==> src/verilog/archPkg.sv <==
package archPkg;

    localparam int dataWidth = 8;
    localparam int regCount  = 4;
    localparam int progDepth = 16;   // Program words
    localparam int dataDepth = 16;   // Data words

    typedef logic [$clog2(regCount)-1:0]  regAddr_t;
    typedef logic [$clog2(progDepth)-1:0] pcAddr_t;
    typedef logic [$clog2(dataDepth)-1:0] memAddr_t;   // Low bits of a register
    typedef logic [dataWidth-1:0]         data_t;

    // One instruction takes all three phases in order
    typedef enum logic [1:0] {
        phaseFetch   = 2'd0,
        phaseDecode  = 2'd1,
        phaseExecute = 2'd2
    } phase_t;

    // Writeback source
    typedef enum logic {
        wbAlu = 1'b0,
        wbMem = 1'b1
    } wbSel_t;

endpackage

==> src/verilog/isaPkg.sv <==
package isaPkg;

    // Full opcodes, memory and control classes ignore bit 4
    typedef enum logic [3:0] {
        opAdd   = 4'b0000,
        opSub   = 4'b0001,
        opAnd   = 4'b0010,
        opOr    = 4'b0011,
        opXor   = 4'b0100,
        opMov   = 4'b0101,
        opAddi  = 4'b0110,
        opNop   = 4'b0111,
        opStore = 4'b1000,
        opLoad  = 4'b1010,
        opCmp   = 4'b1100,
        opJmp   = 4'b1110
    } opcode_t;

    // Top three bits of memory and control words
    typedef enum logic [2:0] {
        clsStore = 3'b100,
        clsLoad  = 3'b101,
        clsCmp   = 3'b110,
        clsJmp   = 3'b111
    } instrClass_t;

    typedef enum logic [2:0] {
        aluAdd,
        aluSub,
        aluAnd,
        aluOr,
        aluXor,
        aluPassB,
        aluCompare
    } aluOp_t;

    // Unsigned compare of r0 against r1, unlisted codes clear the flag
    typedef enum logic [3:0] {
        condNever = 4'd0,
        condEq    = 4'd1,
        condNe    = 4'd2,
        condLtu   = 4'd3,
        condGtu   = 4'd4,
        condLeu   = 4'd5,
        condGeu   = 4'd6
    } cond_t;

    typedef struct packed {
        opcode_t           opcode;
        archPkg::regAddr_t ra;
        archPkg::regAddr_t rb;       // Also the ADDI immediate
    } aluForm_t;

    typedef struct packed {
        instrClass_t       cls;
        archPkg::regAddr_t ra;       // Data register
        archPkg::regAddr_t rb;       // Address register
        logic              spare;
    } memForm_t;

    typedef struct packed {
        instrClass_t cls;
        logic [3:0]  field;          // Condition for CMP, target for JMP
        logic        isCond;
    } ctlForm_t;

    typedef union packed {
        aluForm_t aluForm;
        memForm_t memForm;
        ctlForm_t ctlForm;
    } instr_t;

endpackage

==> src/verilog/ctrlIf.sv <==
`timescale 1ns/1ps

interface ctrlIf import archPkg::*, isaPkg::*; ();

    logic     regWe;        // Execute only
    regAddr_t wbReg;
    wbSel_t   wbSel;
    logic     useImm;       // ALU b from the immediate
    aluOp_t   aluOp;
    logic     memWe;        // Execute only
    logic     flagWe;       // Execute only
    logic     jump;         // Execute only
    logic     jumpIfFlag;
    pcAddr_t  target;

    modport decoder (
        output regWe, wbReg, wbSel, useImm, aluOp,
        output memWe, flagWe, jump, jumpIfFlag, target
    );

    modport datapath (
        input regWe, wbReg, wbSel, useImm, aluOp,
        input memWe, flagWe, jump, jumpIfFlag, target
    );

endinterface

==> src/verilog/fetchUnit.sv <==
`timescale 1ns/1ps

module fetchUnit import archPkg::*, isaPkg::*; (
    input  logic    clk,
    input  logic    rst,
    input  logic    run,
    input  logic    progWe,
    input  pcAddr_t progAddr,
    input  data_t   progData,
    input  logic    flag,
    ctrlIf.datapath ctl,
    output instr_t  instr,
    output phase_t  phase,
    output pcAddr_t pc
);

    data_t progMem [progDepth];
    logic  jumpTaken;

    // Unconditional, or conditional with the flag set
    assign jumpTaken = ctl.jump && (!ctl.jumpIfFlag || flag);

    ////////////////////////////////////////////////////////////////////////////
    // Program memory
    ////////////////////////////////////////////////////////////////////////////

    // Loaded only while the core idles in fetch
    always_ff @(posedge clk) begin
        if (progWe && !run && phase == phaseFetch) begin
            progMem[progAddr] <= progData;
        end
    end

    ////////////////////////////////////////////////////////////////////////////
    // Phase counter, pc and instruction register
    ////////////////////////////////////////////////////////////////////////////

    always_ff @(posedge clk or negedge rst) begin
        if (!rst) begin
            phase                <= phaseFetch;
            pc                   <= '0;
            instr.aluForm.opcode <= opNop;
            instr.aluForm.ra     <= '0;
            instr.aluForm.rb     <= '0;
        end else begin
            case (phase)
                phaseFetch: begin
                    if (run) begin              // Holds here once stopped
                        instr <= progMem[pc];
                        phase <= phaseDecode;
                    end
                end
                phaseDecode: begin
                    phase <= phaseExecute;
                end
                phaseExecute: begin
                    phase <= phaseFetch;
                    if (jumpTaken) begin
                        pc <= ctl.target;
                    end else begin
                        pc <= pc + 1'b1;        // Wraps at 16
                    end
                end
                default: begin
                    phase <= phaseFetch;
                end
            endcase
        end
    end

endmodule

==> src/verilog/controlDecoder.sv <==
`timescale 1ns/1ps

module controlDecoder import archPkg::*, isaPkg::*; (
    input  instr_t  instr,
    input  phase_t  phase,
    ctrlIf.decoder  ctl
);

    logic execute;

    // Every write and the jump happen in execute only
    assign execute = (phase == phaseExecute);

    always_comb begin
        // Defaults leave a NOP with no effect
        ctl.regWe      = 1'b0;
        ctl.wbReg      = instr.aluForm.ra;
        ctl.wbSel      = wbAlu;
        ctl.useImm     = 1'b0;
        ctl.aluOp      = aluAdd;
        ctl.memWe      = 1'b0;
        ctl.flagWe     = 1'b0;
        ctl.jump       = 1'b0;
        ctl.jumpIfFlag = 1'b0;
        ctl.target     = instr.ctlForm.field;

        if (!instr.aluForm.opcode[3]) begin
            // Register forms, ra is also the destination
            ctl.regWe = execute && (instr.aluForm.opcode != opNop);
            case (instr.aluForm.opcode)
                opAdd:   ctl.aluOp = aluAdd;
                opSub:   ctl.aluOp = aluSub;
                opAnd:   ctl.aluOp = aluAnd;
                opOr:    ctl.aluOp = aluOr;
                opXor:   ctl.aluOp = aluXor;
                opMov:   ctl.aluOp = aluPassB;
                opAddi: begin
                    ctl.aluOp  = aluAdd;
                    ctl.useImm = 1'b1;
                end
                default: ctl.aluOp = aluAdd;   // NOP
            endcase
        end else begin
            case (instr.ctlForm.cls)
                clsStore: begin
                    ctl.memWe = execute;
                end
                clsLoad: begin
                    ctl.regWe = execute;
                    ctl.wbSel = wbMem;
                    ctl.wbReg = instr.memForm.ra;
                end
                clsCmp: begin
                    ctl.flagWe = execute;
                    ctl.aluOp  = aluCompare;
                end
                clsJmp: begin
                    ctl.jump       = execute;
                    ctl.jumpIfFlag = instr.ctlForm.isCond;
                end
                default: begin
                    ctl.jump = 1'b0;
                end
            endcase
        end
    end

endmodule

==> src/verilog/registerFile.sv <==
`timescale 1ns/1ps

module registerFile import archPkg::*; (
    input  logic     clk,
    input  logic     rst,
    input  regAddr_t raddrA,
    input  regAddr_t raddrB,
    output data_t    rdataA,
    output data_t    rdataB,
    input  logic     we,
    input  regAddr_t waddr,
    input  data_t    wdata
);

    data_t regs [regCount];

    // Two read ports, both combinational
    assign rdataA = regs[raddrA];
    assign rdataB = regs[raddrB];

    always_ff @(posedge clk or negedge rst) begin
        if (!rst) begin
            regs <= '{default: '0};
        end else if (we) begin
            regs[waddr] <= wdata;
        end
    end

endmodule

==> src/verilog/alu.sv <==
`timescale 1ns/1ps

module alu import archPkg::*, isaPkg::*; (
    input  data_t  a,
    input  data_t  b,
    input  aluOp_t op,
    input  cond_t  cond,
    output data_t  result,
    output logic   condTrue
);

    // Results wrap at 256
    always_comb begin
        case (op)
            aluAdd:             result = a + b;
            aluSub, aluCompare: result = a - b;
            aluAnd:             result = a & b;
            aluOr:              result = a | b;
            aluXor:             result = a ^ b;
            aluPassB:           result = b;      // MOV
            default:            result = a + b;
        endcase
    end

    // Unsigned, a is r0 and b is r1 for CMP
    always_comb begin
        case (cond)
            condNever: condTrue = 1'b0;
            condEq:    condTrue = (a == b);
            condNe:    condTrue = (a != b);
            condLtu:   condTrue = (a < b);
            condGtu:   condTrue = (a > b);
            condLeu:   condTrue = (a <= b);
            condGeu:   condTrue = (a >= b);
            default:   condTrue = 1'b0;
        endcase
    end

endmodule

==> src/verilog/dataMemory.sv <==
`timescale 1ns/1ps

module dataMemory import archPkg::*; (
    input  logic     clk,
    input  logic     rst,
    input  logic     we,
    input  memAddr_t addr,
    input  data_t    wdata,
    output data_t    rdata
);

    data_t mem [dataDepth];

    assign rdata = mem[addr];   // Same-cycle read for LOAD

    always_ff @(posedge clk or negedge rst) begin
        if (!rst) begin
            mem <= '{default: '0};
        end else if (we) begin
            mem[addr] <= wdata;
        end
    end

endmodule

==> src/verilog/cpuTop.sv <==
`timescale 1ns/1ps

module cpuTop import archPkg::*, isaPkg::*; (
    input  logic     clk,
    input  logic     rst,
    input  logic     run,
    input  logic     progWe,
    input  pcAddr_t  progAddr,
    input  data_t    progData,
    output logic     retireValid,
    output pcAddr_t  retirePc,
    output logic     regWe,
    output regAddr_t regAddr,
    output data_t    regData,
    output logic     memWe,
    output memAddr_t memAddr,
    output data_t    memData
);

    instr_t   instr;
    phase_t   phase;
    pcAddr_t  pc;
    regAddr_t raddrA;
    regAddr_t raddrB;
    data_t    rdataA;
    data_t    rdataB;
    data_t    aluB;
    data_t    aluResult;
    data_t    memRdata;
    logic     condTrue;
    logic     flag;

    ctrlIf ctl ();

    ////////////////////////////////////////////////////////////////////////////
    // Control
    ////////////////////////////////////////////////////////////////////////////

    fetchUnit i_fetchUnit (
        .clk      (clk),
        .rst      (rst),
        .run      (run),
        .progWe   (progWe),
        .progAddr (progAddr),
        .progData (progData),
        .flag     (flag),
        .ctl      (ctl.datapath),
        .instr    (instr),
        .phase    (phase),
        .pc       (pc)
    );

    controlDecoder i_controlDecoder (
        .instr (instr),
        .phase (phase),
        .ctl   (ctl.decoder)
    );

    ////////////////////////////////////////////////////////////////////////////
    // Datapath
    ////////////////////////////////////////////////////////////////////////////

    // Operand registers depend on the form
    always_comb begin
        if (instr.ctlForm.cls == clsCmp) begin
            raddrA = 2'd0;                  // CMP always looks at r0 and r1
            raddrB = 2'd1;
        end else if (instr.aluForm.opcode[3]) begin
            raddrA = instr.memForm.ra;
            raddrB = instr.memForm.rb;
        end else begin
            raddrA = instr.aluForm.ra;
            raddrB = instr.aluForm.rb;
        end
    end

    assign aluB = ctl.useImm ? data_t'(instr.aluForm.rb) : rdataB;   // Zero-extended imm

    registerFile i_registerFile (
        .clk    (clk),
        .rst    (rst),
        .raddrA (raddrA),
        .raddrB (raddrB),
        .rdataA (rdataA),
        .rdataB (rdataB),
        .we     (ctl.regWe),
        .waddr  (ctl.wbReg),
        .wdata  (regData)
    );

    alu i_alu (
        .a        (rdataA),
        .b        (aluB),
        .op       (ctl.aluOp),
        .cond     (cond_t'(instr.ctlForm.field)),
        .result   (aluResult),
        .condTrue (condTrue)
    );

    dataMemory i_dataMemory (
        .clk   (clk),
        .rst   (rst),
        .we    (ctl.memWe),
        .addr  (memAddr),
        .wdata (memData),
        .rdata (memRdata)
    );

    // Compare flag, read by conditional jumps
    always_ff @(posedge clk or negedge rst) begin
        if (!rst) begin
            flag <= 1'b0;
        end else if (ctl.flagWe) begin
            flag <= condTrue;
        end
    end

    // Observation
    assign retireValid = (phase == phaseExecute);
    assign retirePc    = pc;
    assign regWe       = ctl.regWe;
    assign regAddr     = ctl.wbReg;
    assign regData     = (ctl.wbSel == wbMem) ? memRdata : aluResult;
    assign memWe       = ctl.memWe;
    assign memAddr     = rdataB[$bits(memAddr_t)-1:0];
    assign memData     = rdataA;

endmodule

==> config.mk <==
export PLATFORM = sky130hd
export DESIGN_NAME = cpuTop
export DESIGN_NICKNAME = d
export VERILOG_FILES = /design/src/verilog/archPkg.sv /design/src/verilog/isaPkg.sv /design/src/verilog/ctrlIf.sv /design/src/verilog/fetchUnit.sv /design/src/verilog/controlDecoder.sv /design/src/verilog/registerFile.sv /design/src/verilog/alu.sv /design/src/verilog/dataMemory.sv /design/src/verilog/cpuTop.sv
export SDC_FILE = /design/constraint.sdc
export NUM_CORES = 1
export LEC_CHECK = 0
export BUFFER_PORTS_ARGS = -buffer_cell sky130_fd_sc_hd__buf_4
export CORE_MARGIN = 2
export CORE_UTILIZATION = 65
export DETAILED_ROUTE_END_ITERATION = 6
export PLACE_DENSITY = 0.85
export SYNTH_ARGS = -nofsm -noshare
export SYNTH_HDL_FRONTEND = slang
export SYNTH_SLANG_ARGS = --single-unit
==> constraint.sdc <==
create_clock -name clk -period 11.6 [get_ports clk]
set_input_delay 1.16 -clock clk [delete_from_list [all_inputs] [get_ports clk]]
set_output_delay 1.16 -clock clk [all_outputs]
set_load 0.03 [all_outputs]
After elaboration in Yosys (flattened, before gate mapping)
Memory sizes are Yosys's and may differ from the RTL's. A register that Yosys moved wholly into a read port is not among the register bits.
Cells that the tools add are included.
{"block": "word_totals", "wordCells": 132, "mem_bits_ro": 0, "output_inout_bits": 29, "latchBits": 0, "n_memories": 1, "ff_bits": 167, "mem_bits_rw": 128, "inputBits": 16}
{"name": "i_fetchUnit.progMem", "words": 16, "word_bits": 8, "rd": 1, "rd_ports_with_merged_regs": 1, "wr": 1, "line": "fetchUnit.sv:17", "text": "data_t progMem [progDepth];"}
{"block": "op_classes", "n_mul": 0, "order_cmp": 10, "shift": 0, "n_reduce_logical": 13, "addsub": 3, "n_mux": 47, "bitwise_logic": 7, "div_mod_pow": 0, "eq_ne": 28}
{"cell": "128-bit bitwise mux", "count": 1}
{"cell": "8-bit 2-to-1 mux", "count": 10}
{"cell": "8-bit one-hot mux with 5 select lines", "count": 1}
{"cell": "8-bit binary-select mux with 2-bit select", "count": 2}
{"cell": "8-bit binary-select mux with 4-bit select", "count": 1}
{"cell": "32-bit bitwise mux", "count": 1}
{"cell": "8-bit demux with 4-bit select", "count": 1}
{"cell": "4-bit by 3-bit == test with 1-bit output, second input constant", "count": 6}
{"cell": "3-bit == test, second input constant", "count": 7}
{"cell": "8-bit demux with 2-bit select", "count": 1}
{"cell": "4-bit by 2-bit == test with 1-bit output, second input constant", "count": 4}
{"cell": "1-bit 2-to-1 mux", "count": 16}
{"cell": "3-bit one-hot mux with 5 select lines", "count": 1}
{"cell": "2-bit 2-to-1 mux", "count": 7}
{"cell": "3-bit greater-or-equal comparator, second input constant", "count": 3}
{"cell": "2-bit inverter with 3-bit output", "count": 3}
{"cell": "8-bit adder", "count": 1}
{"cell": "8-bit bitwise AND", "count": 1}
{"cell": "4-bit by 1-bit == test with 1-bit output, second input constant", "count": 2}
{"cell": "8-bit == test", "count": 1}
{"cell": "8-bit greater-or-equal comparator", "count": 1}
{"cell": "8-bit greater-than comparator", "count": 1}
{"cell": "8-bit <= comparator", "count": 1}
{"cell": "8-bit less-than comparator", "count": 1}
{"cell": "25 further kinds", "count": 34}

Logic depth before layout (Yosys ltp)
Gate-level depths: netlist of run 1.
{"block": "depth", "ltp_word": 12, "mapped_depth": 20, "ltp_nobuf": 17}

Hierarchy
Synthesis of run 1 repeated with hierarchy kept, for this count alone.
{"block": "hier_totals", "cells_unflattened": 988, "area_unflattened_um2": 14991.9}
{"mod": "dataMemory", "seq_area_each_um2": 3203.1, "n_inst": 1, "area_per_inst_um2": 5916.9, "cells_each": 366}
{"mod": "fetchUnit", "seq_area_each_um2": 4197.8, "n_inst": 1, "area_per_inst_um2": 5577.8, "cells_each": 270}
{"mod": "registerFile", "seq_area_each_um2": 800.8, "n_inst": 1, "area_per_inst_um2": 1590.3, "cells_each": 88}
{"mod": "alu", "seq_area_each_um2": 0.0, "n_inst": 1, "area_per_inst_um2": 1416.4, "cells_each": 206}
{"mod": "cpuTop", "seq_area_each_um2": 25.0, "n_inst": 1, "area_per_inst_um2": 304.0, "cells_each": 32}
{"mod": "controlDecoder", "seq_area_each_um2": 0.0, "n_inst": 1, "area_per_inst_um2": 186.4, "cells_each": 26}

Worst setup path after synthesis of run 1
Ideal clock, no wire load.
{"block": "synth_timing", "kind": "register -> output", "from": "register i_fetchUnit.instr[6] (netlist name) (read register of i_fetchUnit.progMem)", "to": "output port regData[7]", "required_time_ns": 10.440, "setup_slack_ns": 5.906, "path_stages_with_launch": 18, "arrival_ns": 4.534, "path_cell_list": "dfstp_2 > buf_4 > nand2b_4 > buf_6 > a31o_1 > buf_6 > mux4_2 > buf_6 > buf_6 > clkbuf_1 > nand2_1 > ha_1 > clkbuf_1 > o311a_1 > a211oi_1 > xnor2_1 > o221a_2 > a41oi_1"}
{"block": "synth_between", "elab_chain_cells": 11}
{"element": "start: declaration", "line": "fetchUnit.sv:12", "text": "output instr_t instr,"}
{"element": "3-bit == test *", "line": "cpuTop.sv:65", "text": "if (instr.ctlForm.cls == clsCmp) begin"}
{"element": "2-bit 2-to-1 mux *", "line": "cpuTop.sv:65"}
{"element": "2-bit inverter with 3-bit output (not written as such) *", "line": "registerFile.sv:19", "text": "assign rdataB = regs[raddrB];"}
{"element": "8-bit binary-select mux with 2-bit select *", "line": "registerFile.sv:19"}
{"element": "8-bit 2-to-1 mux (not written as such) * (2 in a row)", "line": "registerFile.sv:19"}
{"element": "named net memAddr[3]", "line": "cpuTop.sv:16", "text": "output memAddr_t memAddr,"}
{"element": "parallel branches: the longest is 4 deep, another holds 8-bit adder"}
{"element": "8-bit 2-to-1 mux *", "line": "cpuTop.sv:123", "text": "assign regData = (ctl.wbSel == wbMem) ? memRdata : aluResult;"}
{"element": "end: declaration", "line": "cpuTop.sv:14", "text": "output data_t regData,"}
Mark *: on every way through the listed nets, which the timed path passes. The select of a mux whose other input is x is not followed.

Worst setup path in the final report of run 1
{"block": "layout_timing", "from": "register i_fetchUnit.instr[5] (netlist name) (read register of i_fetchUnit.progMem)", "to": "output port regData[7]"}
{"block": "layout_between", "elab_chain_cells": 11}
{"element": "parallel branches: the longest is 10 deep, another holds 8-bit adder"}
{"element": "8-bit 2-to-1 mux *", "line": "cpuTop.sv:123"}
Mark *: on every way between the ends. The select of a mux whose other input is x is not followed.

==> implementation parameters, run 1 <==
Parameter                              Value

Finish
  Count of fill cells added during filler insertion    1418
  Multi-input logic area    6110 um^2
  Net count of the finished layout    1175
  FF/Latch Area    8228 um^2
  Most frequent standard cell in the layout excluding fill and tap cells    dfrtp_1
  Diode count    0
  Share of layout cells above drive strength 1    0.2907
  P&R area growth vs syn    10.67%
  Core utilization of the finished layout    0.7274
  Most frequent cells in the layout    dfrtp_1 (171), mux2_2 (148), edfxtp_1 (128)

Die
  Site row count    55
  Effective utilization at floorplan    0.6573
  Die boundary height    154.9 um
  Floorplan die area    23980 um^2
  Horizontal die dimension    154.9 um
  Std-Cell Core Area    22500 um^2
  Number of ports placed on the die boundary    45

STA
  Final Max Tran Viols    0
  Least setup slack across all paths after layout    4.547 ns
  Final setup violation count    0
  Max transition margin    0.1661
  Tightest Pin Transition    1.233 ns
  Shortest period the worst path allows    7.053 ns
  Number of hold-slack violations in the final timing report    0
  Setup total negative slack    0 ns
  Setup repair after global routing missed its margin    no
  Fin crit share    0.6080
  Setup Skew    0.01673 ns
  Highest clock rate    141.8 MHz

Clocking
  Number of buffers created by CTS    31
  Clock latency reported for the late side of the worst-skew pair    0.57 ns
  Maximum count of clock buffers along a single path    3
  Hold-fix buffer count after cts    0
  Setup fix buffers added after clock tree synthesis    0
  Worst-path clk slew    0.06 ns
  CTS HTree Levels    1
  Number of clock sinks    303
  Clock tree from TritonCTS    done
  Post-cts sizing count    0
  Clock root buffer master    clkbuf_16

Logic synthesis
  Total of flip-flops plus latches after synthesis    303
  Cell accounting for the most synthesized area    dfrtp_1
  Share of async-settable or async-resettable flops after synthesis    0.5776
  EDFF count, synth    128
  Main area contributors after synthesis    dfrtp_1 (29%), edfxtp_1 (26%), mux2_2 (11%)
  Mapped Nets    1140
  Number of warnings printed during yosys synthesis    0
  Main flop type after synthesis    dfrtp_1
  Fraction of synthesized cell area taken by the top area cell type    0.2910
  Post-Synthesis Mean Instance Area    13.48 um^2
  Number of instances in the synthesized netlist    1097
  Count of different cell masters after synthesis    70
  Post-synthesis instance area    14790 um^2
  Seq/Total Area, Yosys    0.5562

Global routing
  Largest net degree at the start of global routing    99
  Overflow left after global routing    0
  Overall global routing resource usage    0.3041
  Number of antenna violations at the first check in global routing    0
  Wire length of the first global-routing pass    55640 um
  Via count of the first global-routing pass    9539

Setup path
  Worst-path cell chain    nand2b_4 -> a31o_1 -> mux4_2 -> buf_4 -> a21oi_1 -> inv_1 -> ha_1 -> a21o_1 -> a211o_1 -> a21oi_1 -> a21oi_1 -> xnor2_1 -> o221a_2 -> a41oi_1 -> buf_4
  Cell family contributing the most delay on the critical path    compound AO/OA/AOI/OAI gates
  Endpoint kind of the worst setup timing path    primary output
  Critical setup path kind    register to primary output
  Worst path arrival time    5.89 ns
  Kind of start point of the critical path    register
  Worst path most repeated cell    a21oi_1
  Worst-path fanout max    61
  Buf+Inv Stages, Crit Path    3
  Cell with the biggest individual delay on the critical path    dfstp_2
  Required time at the worst-slack endpoint    10.44 ns
  Largest stage delay on the critical path    0.77 ns

Routing
  Number of search-and-repair iterations in the first detailed-routing pass    7
  Post-detailed-route DRC marker count    0
  Vias after detailed routing    9395
  Antenna Nets Post-Route    0
  Post-detailed-route wirelength per cell    24.77 um
  Final wirelength    35700 um
  Initial drt markers    791
  Vias per inst    6.520

Placed design
  Number of buffers added on ports    44
  Final weighted congestion in routability-driven placement    0.9634
  Final HPWL from detailed placement    23380 um
  Worst setup timing slack at the placement stage    5.250 ns

Run
  Number of max-capacitance violations reported    0

Worst hold path
  Hold/Removal Path Class    register to register

Run status
  Outcome    finished, final reports clean
## cell families (layout without fill, tap and decap cells)
family / count (synthesis) / count (layout) / share of synthesized area
fa+ha+maj: 27 / 27 / 0.02385
xor+xnor: 13 / 13 / 0.007698
flops: 303 / 303 / 0.5562
simple gates: 220 / 220 / 0.07038
compound gates: 153 / 153 / 0.06852
mux: 278 / 278 / 0.2423
buf+inv: 103 / 162 / 0.03104
## Yosys cell counts (all sizes together), types with 3 or more instances
library cell	instances
inv	37
o311ai	3
a31oi	4
xnor2	11
nor2b	15
a221oi	4
a21oi	25
nand3	15
o21ai	54
or3	4
edfxtp	128
buf	24
o221ai	5
nand2b	10
o22ai	8
o31ai	3
nand2	76
o21a	3
a22oi	8
dfrtp	172
dfstp	3
o2111ai	4
a21o	5
mux2i	78
nand3b	5
and2	5
clkbuf	42
a211oi	4
mux4	48
nor4	3
ha	25
mux2	152
nor2	64
o21bai	5
o211ai	3
nor3	14
## worst reg2reg max path: stages (launching register included)
cell,delay [ns]
dfstp_2,0.77
nand2b_4,0.28
a31o_1,0.52
mux4_2,0.57
buf_4,0.38
a21oi_1,0.42
inv_1,0.11
ha_1,0.23
a21o_1,0.21
a211o_1,0.30
a21oi_1,0.24
a21oi_1,0.12
xnor2_1,0.15
o221a_2,0.27
a41oi_1,0.48
mux2_2,0.27
## flip-flops by register name, indices dropped and copies added (netlist names)
signal and flops:
i_dataMemory.mem 128, i_fetchUnit.progMem 128, i_registerFile.regs 32, i_fetchUnit.instr 8
i_fetchUnit.pc 4, i_fetchUnit.phase 2, flag 1
## routing by layer
metal	share of wire	track usage
met5	0	0
met4	0.036	0.1111
met3	0.060	0.03259
met2	0.50	0.5132
met1	0.40	0.4168
## stage by stage
stage,instance area (um^2),hold slack [ns],std cells
6_report,16370,0.4794,1441
5_1_grt,16370,0.5033,1441
4_1_cts,16370,0.4785,1441
3_5_place_dp,15350,0.4642,1384
3_3_place_gp,15350,0.4574,1384
2_1_floorplan,14790,0.4427,1097
## path summary, 6_finish.rpt
check | start | end | slack (ns) | cells after the start
setup / recovery | i_fetchUnit.instr[5] | regData[7] | 4.55 | 15
hold / removal | i_dataMemory.mem[115] | i_dataMemory.mem[115] | 0.48 | 2
setup reg to reg | i_fetchUnit.instr[5] | i_registerFile.regs[15] | 6.22 | 15
hold reg to reg | i_dataMemory.mem[115] | i_dataMemory.mem[115] | 0.48 | 2
max in group asynchronous | rst | i_dataMemory.mem[103] | 9.40 | 2
min in group asynchronous | rst | i_registerFile.regs[22] | 0.67 | 1
## area by class of cell
class,count,share of cell area
repair buffers,68,0.03141
well taps,285,0.02178
flip-flops and latches,303,0.5026
clock inverters,14,0.008637
multi-input cells,691,0.3732
clock buffers,43,0.05381
inverters,37,0.008484
Power of run 1 is left out: the tool's default activity adds up to more than one toggle a clock period on the data nets, which glitch-free logic cannot reach.
==> run 2: changes to the inputs <==
--- a/config.mk
+++ b/config.mk
@@ -7,9 +7,9 @@
 export LEC_CHECK = 0
 export BUFFER_PORTS_ARGS = -buffer_cell sky130_fd_sc_hd__buf_4
 export CORE_MARGIN = 2
-export CORE_UTILIZATION = 65
+export CORE_UTILIZATION = 63
 export DETAILED_ROUTE_END_ITERATION = 6
-export PLACE_DENSITY = 0.85
+export PLACE_DENSITY = 0.83
 export SYNTH_ARGS = -nofsm -noshare
 export SYNTH_HDL_FRONTEND = slang
 export SYNTH_SLANG_ARGS = --single-unit
==> constraint.sdc (replaced) <==
create_clock -name clk -period 7.3 [get_ports clk]
set_input_delay 0.73 -clock clk [delete_from_list [all_inputs] [get_ports clk]]
set_output_delay 0.73 -clock clk [all_outputs]
set_load 0.03 [all_outputs]
==> implementation parameters, run 2 (synthesis gave the netlist of run 1 again) <==
Parameter                              Value

Clocking
  CTS HTree Levels    1 (unchanged)
  Post-cts sizing count    0 (unchanged)
  Setup fix buffers added after clock tree synthesis    0 (unchanged)
  Clock latency reported for the late side of the worst-skew pair    0.57 ns (about the same)
  Number of buffers created by CTS    31 (unchanged)
  Hold-fix buffer count after cts    0 (unchanged)
  Clock tree from TritonCTS    done
  Maximum count of clock buffers along a single path    3 (unchanged)
  Worst-path clk slew    0.07 ns (about the same)
  Clock root buffer master    clkbuf_16
  Number of clock sinks    303 (unchanged)

STA
  Fin crit share    0.8758
  Setup Skew    0.01461 ns (-0.002123 ns)
  Max transition margin    0.1802 (+0.01411)
  Final setup violation count    0 (unchanged)
  Shortest period the worst path allows    6.393 ns
  Number of hold-slack violations in the final timing report    0 (unchanged)
  Setup total negative slack    0 ns (unchanged)
  Final Max Tran Viols    0 (unchanged)
  Tightest Pin Transition    1.213 ns (-0.02087 ns)
  Setup repair after global routing missed its margin    no
  Highest clock rate    156.4 MHz

Routing
  Number of search-and-repair iterations in the first detailed-routing pass    5 (-2)
  Initial drt markers    792 (+0.13%)
  Vias per inst    6.352 (-2.6%)
  Post-detailed-route wirelength per cell    23.70 um (-4.3%)
  Final wirelength    34990 um (-2.0%)
  Antenna Nets Post-Route    0 (unchanged)
  Vias after detailed routing    9376 (-0.20%)
  Post-detailed-route DRC marker count    0 (unchanged)

Finish
  Core utilization of the finished layout    0.7087 (-0.01869)
  P&R area growth vs syn    11.46%
  Largest registers ranked by flip-flop count    i_dataMemory.mem x128, i_fetchUnit.progMem x128, i_registerFile.regs x32
  Diode count    0 (unchanged)
  Net count of the finished layout    1175 (unchanged)
  Share of layout cells above drive strength 1    0.2921 (+0.001477)
  Most frequent standard cell in the layout excluding fill and tap cells    dfrtp_1
  Most frequent cells in the layout    dfrtp_1 (171), mux2_2 (148), edfxtp_1 (128)
  Final cell count without fillers    1476 (+2.4%)

Die
  Die boundary height    157.2 um (+1.5%)
  Site row count    56 (+1.8%)
  Floorplan die area    24720 um^2 (+3.1%)
  Number of ports placed on the die boundary    45 (unchanged)
  Effective utilization at floorplan    0.6359 (-0.02146)
  Horizontal die dimension    157.2 um (+1.5%)
  Std-Cell Core Area    23260 um^2 (+3.4%)

Global routing
  Overflow left after global routing    0 (unchanged)
  Via count of the first global-routing pass    9301 (-2.5%)
  Largest net degree at the start of global routing    112 (+13%)
  Overall global routing resource usage    0.2925 (-0.01163)
  Wire length of the first global-routing pass    54450 um (-2.1%)
  Number of antenna violations at the first check in global routing    0 (unchanged)

Placed design
  Number of placed instances with taps included    1418 (+2.5%)
  Final HPWL from detailed placement    23200 um (-0.79%)
  Number of buffers added on ports    44 (unchanged)
  Final weighted congestion in routability-driven placement    0.9364 (-2.8%)

Run status
  Outcome    finished, final reports clean

Worst hold path
  Hold/Removal Path Class    input pin to asynchronous set/reset pin

Setup path
  Endpoint kind of the worst setup timing path    primary output
  Worst-path fanout max    34 (-44%)
  Critical setup path kind    register to primary output
  Kind of start point of the critical path    register
  Worst path arrival time    5.66 ns (-0.23 ns)
  Required time at the worst-slack endpoint    6.57 ns (-3.87 ns)

Run
  Number of max-capacitance violations reported    0 (unchanged)
==> run 2: changes by cell type in the layout (fill, tap and decap cells not counted), sizes merged <==
| cell | change |
|---|---|
| bufinv | +3 |
| clkinvlp | +1 |
| inv | +1 |
| clkinv | -4 |
==> run 2: layout make-up <==
cell class / count / area, um^2
inverters: 37 / 138.9
clock buffers: 43 / 868.3
multi-input cells: 691 / 6110
fillers: 1547 / 6775
repair buffers: 68 / 514.2
well taps: 319 / 399.1
flip-flops and latches: 303 / 8228
clock inverters: 15 / 229.0
==> run 2: routing by layer <==
layer / global-route usage / routed length [um] / share of wire / vias up
met5: 0 / 0 / 0 / -
met4: 0.1043 / 1293 / 0.037 / 0
met3: 0.03772 / 1865 / 0.053 / 74
met2: 0.4820 / 17310 / 0.49 / 337
met1: 0.4046 / 14520 / 0.41 / 4822
li1: - / - / - / 4143
==> run 2: worst paths after layout <==
path,from,end,slack [ns],cells past startpoint
setup reg to reg,i_fetchUnit.instr[5],flag,2.13,16
hold / removal,rst,i_registerFile.regs[21],0.29,1
min in group clk,progData[2],i_fetchUnit.progMem[11][2],0.47,1
max in group asynchronous,rst,i_dataMemory.mem[21],5.56,2
setup / recovery,i_fetchUnit.instr[5],regData[7],0.91,14
hold reg to reg,i_dataMemory.mem[126],i_dataMemory.mem[126],0.48,2
==> run 2: worst max-delay path: stages (launching register included) <==
cell and delay (ns):
dfstp_2 0.76, nand2b_4 0.28, a31o_1 0.47, mux4_2 0.83, a21o_1 0.31, inv_1 0.10
ha_1 0.33, o21bai_1 0.17, a21oi_1 0.14, o311a_1 0.31, a211oi_1 0.26, xnor2_1 0.10
o221a_2 0.25, a41oi_1 0.49, buf_4 0.27
==> run 2: stage by stage <==
| stage | hold WS [ns] | worst slack (ns) | instance area (um^2) |
|---|---|---|---|
| after floorplan | 0.4344 | 2.036 | 14790 |
| after global placement | 0.4572 | 1.649 | 15390 |
| after detailed placement | 0.4669 | 1.513 | 15390 |
| after CTS | 0.3366 | 0.9182 | 16490 |
| after global routing | 0.3772 | 0.5115 | 16490 |
| final | 0.2889 | 0.9069 | 16490 |
Power of run 2 is left out for the same reason.
==> run 3: changes to the inputs <==
--- a/config.mk
+++ b/config.mk
@@ -6,7 +6,8 @@
 export NUM_CORES = 1
 export LEC_CHECK = 0
 export BUFFER_PORTS_ARGS = -buffer_cell sky130_fd_sc_hd__buf_4
-export CORE_MARGIN = 2
+export CAP_MARGIN = 20
+export CORE_MARGIN = 5
 export CORE_UTILIZATION = 63
 export DETAILED_ROUTE_END_ITERATION = 6
 export PLACE_DENSITY = 0.83
==> implementation parameters, run 3 (synthesis gave the netlist of run 1 again) <==
Parameter                              Value

STA
  Final Max Tran Viols    0 (unchanged)
  Tightest Pin Transition    1.111 ns (-0.1018 ns)
  Final setup violation count    0 (unchanged)
  Shortest period the worst path allows    6.485 ns (+0.09161 ns)
  Highest clock rate    154.2 MHz (-1.4%)
  Setup Skew    0.01605 ns (+0.001445 ns)
  Max transition margin    0.2567 (+0.07650)
  Setup repair after global routing missed its margin    no
  Fin crit share    0.8883 (+0.01255)
  Setup total negative slack    0 ns (unchanged)
  Number of hold-slack violations in the final timing report    0 (unchanged)

Finish
  Net count of the finished layout    1177 (+0.17%)
  Diode count    0 (unchanged)
  Final cell count without fillers    1478 (+0.14%)
  Multi-input logic area    6110 um^2 (unchanged)
  Most frequent cells in the layout    dfrtp_1 (171), mux2_2 (148), edfxtp_1 (128)
  FF/Latch Area    8228 um^2 (unchanged)
  Share of layout cells above drive strength 1    0.2856 (-0.006544)
  Largest registers ranked by flip-flop count    i_dataMemory.mem x128, i_fetchUnit.progMem x128, i_registerFile.regs x32
  Most frequent standard cell in the layout excluding fill and tap cells    dfrtp_1
  Count of fill cells added during filler insertion    1568 (+1.4%)
  P&R area growth vs syn    10.73%

Routing
  Vias after detailed routing    9387 (+0.12%)
  Post-detailed-route DRC marker count    0 (unchanged)
  Antenna Nets Post-Route    0 (unchanged)
  Post-detailed-route wirelength per cell    24.52 um (+3.5%)
  Final wirelength    36250 um (+3.6%)
  Number of search-and-repair iterations in the first detailed-routing pass    5 (unchanged)
  Vias per inst    6.351 (about the same)
  Initial drt markers    987 (+25%)

Placed design
  Number of buffers added on ports    44 (unchanged)
  Final HPWL from detailed placement    24150 um (+4.1%)
  Final weighted congestion in routability-driven placement    0.9172 (-2.1%)
  Number of placed instances with taps included    1419 (+0.071%)

Clocking
  Clock latency reported for the late side of the worst-skew pair    0.56 ns (about the same)
  Number of buffers created by CTS    31 (unchanged)
  Clock tree from TritonCTS    done
  Hold-fix buffer count after cts    0 (unchanged)
  Number of clock sinks    303 (unchanged)
  CTS HTree Levels    1 (unchanged)
  Setup fix buffers added after clock tree synthesis    0 (unchanged)
  Worst-path clk slew    0.06 ns (about the same)
  Maximum count of clock buffers along a single path    3 (unchanged)
  Post-cts sizing count    0 (unchanged)
  Clock root buffer master    clkbuf_16

Global routing
  Via count of the first global-routing pass    9538 (+2.5%)
  Largest net degree at the start of global routing    99 (-12%)
  Number of antenna violations at the first check in global routing    0 (unchanged)
  Overall global routing resource usage    0.2783 (-0.01413)
  Overflow left after global routing    0 (unchanged)
  Wire length of the first global-routing pass    56460 um (+3.7%)

Setup path
  Worst-path fanout max    34 (unchanged)
  Critical setup path kind    register to primary output
  Kind of start point of the critical path    register
  Cell family contributing the most delay on the critical path    compound AO/OA/AOI/OAI gates
  Buf+Inv Stages, Crit Path    2 (unchanged)
  Largest stage delay on the critical path    0.86 ns (+0.03 ns)
  Worst-path cell chain    nand2b_4 -> a31o_1 -> mux4_2 -> a21o_1 -> inv_1 -> ha_1 -> o21bai_1 -> a21oi_1 -> o311a_1 -> a211oi_1 -> xnor2_1 -> o221a_2 -> a41oi_1 -> buf_4
  Worst path arrival time    5.75 ns (+0.09 ns)
  Endpoint kind of the worst setup timing path    primary output
  Cell with the biggest individual delay on the critical path    mux4_2
  Required time at the worst-slack endpoint    6.57 ns (about the same)

Die
  Site row count    56 (unchanged)
  Die boundary height    163.2 um (+3.8%)
  Std-Cell Core Area    23260 um^2 (unchanged)
  Floorplan die area    26640 um^2 (+7.8%)
  Number of ports placed on the die boundary    45 (unchanged)
  Effective utilization at floorplan    0.6359 (unchanged)
  Horizontal die dimension    163.2 um (+3.8%)

Run status
  Outcome    finished, final reports clean

Run
  Number of max-capacitance violations reported    0 (unchanged)

Worst hold path
  Hold/Removal Path Class    input pin to asynchronous set/reset pin
[run 3: routing by layer]
metal,track usage,vias up,wire length [um]
li1,-,4147,-
met1,0.3680,4770,14390
met2,0.4819,381,18510
met3,0.03835,89,2095
met4,0.08997,0,1254
met5,0,-,0
[run 3: path summary, 6_finish.rpt]
| kind | startpoint | end | slack, ns | cells past startpoint |
|---|---|---|---|---|
| setup reg to reg | i_fetchUnit.instr[5] | flag | 2.01 | 16 |
| setup / recovery | i_fetchUnit.instr[5] | regData[7] | 0.82 | 14 |
| hold / removal | rst | i_registerFile.regs[21] | 0.23 | 1 |
| max in group asynchronous | rst | i_dataMemory.mem[85] | 5.57 | 2 |
| min in group clk | i_dataMemory.mem[126] | i_dataMemory.mem[126] | 0.48 | 2 |
| hold reg to reg | i_dataMemory.mem[126] | i_dataMemory.mem[126] | 0.48 | 2 |
[run 3: cell type report]
class                   count  share of cell area
clock inverters             7            0.004201
inverters                  37            0.008479
repair buffers             70             0.03262
multi-input cells         691              0.3730
well taps                 319             0.02437
flip-flops and latches    303              0.5023
clock buffers              51             0.05500
[run 3: stage by stage]
step	cell area, um^2	worst slack [ns]	hold WS (ns)	util
6_report	16380	0.8153	0.2319	0.7041
5_1_grt	16380	0.4998	0.3375	0.7041
4_1_cts	16370	0.8250	0.2818	0.7036
3_5_place_dp	15400	1.458	0.4679	0.6620
3_3_place_gp	15380	1.584	0.4600	0.6613
2_1_floorplan	14790	2.036	0.4344	-
[run 3: worst reg2reg max path, stage by stage (launching register included)]
cell	delay (ns)
dfstp_2	0.76
nand2b_4	0.29
nand3_1	0.11
o21ai_2	0.42
mux2_2	0.30
nor2_1	0.04
a21oi_1	0.55
buf_6	0.23
inv_1	0.09
ha_1	0.42
or4_1	0.63
nor4_1	0.46
and2_1	0.23
a211oi_1	0.06
a21o_1	0.15
a222oi_1	0.32
o31ai_1	0.10
Power of run 3 is left out for the same reason.
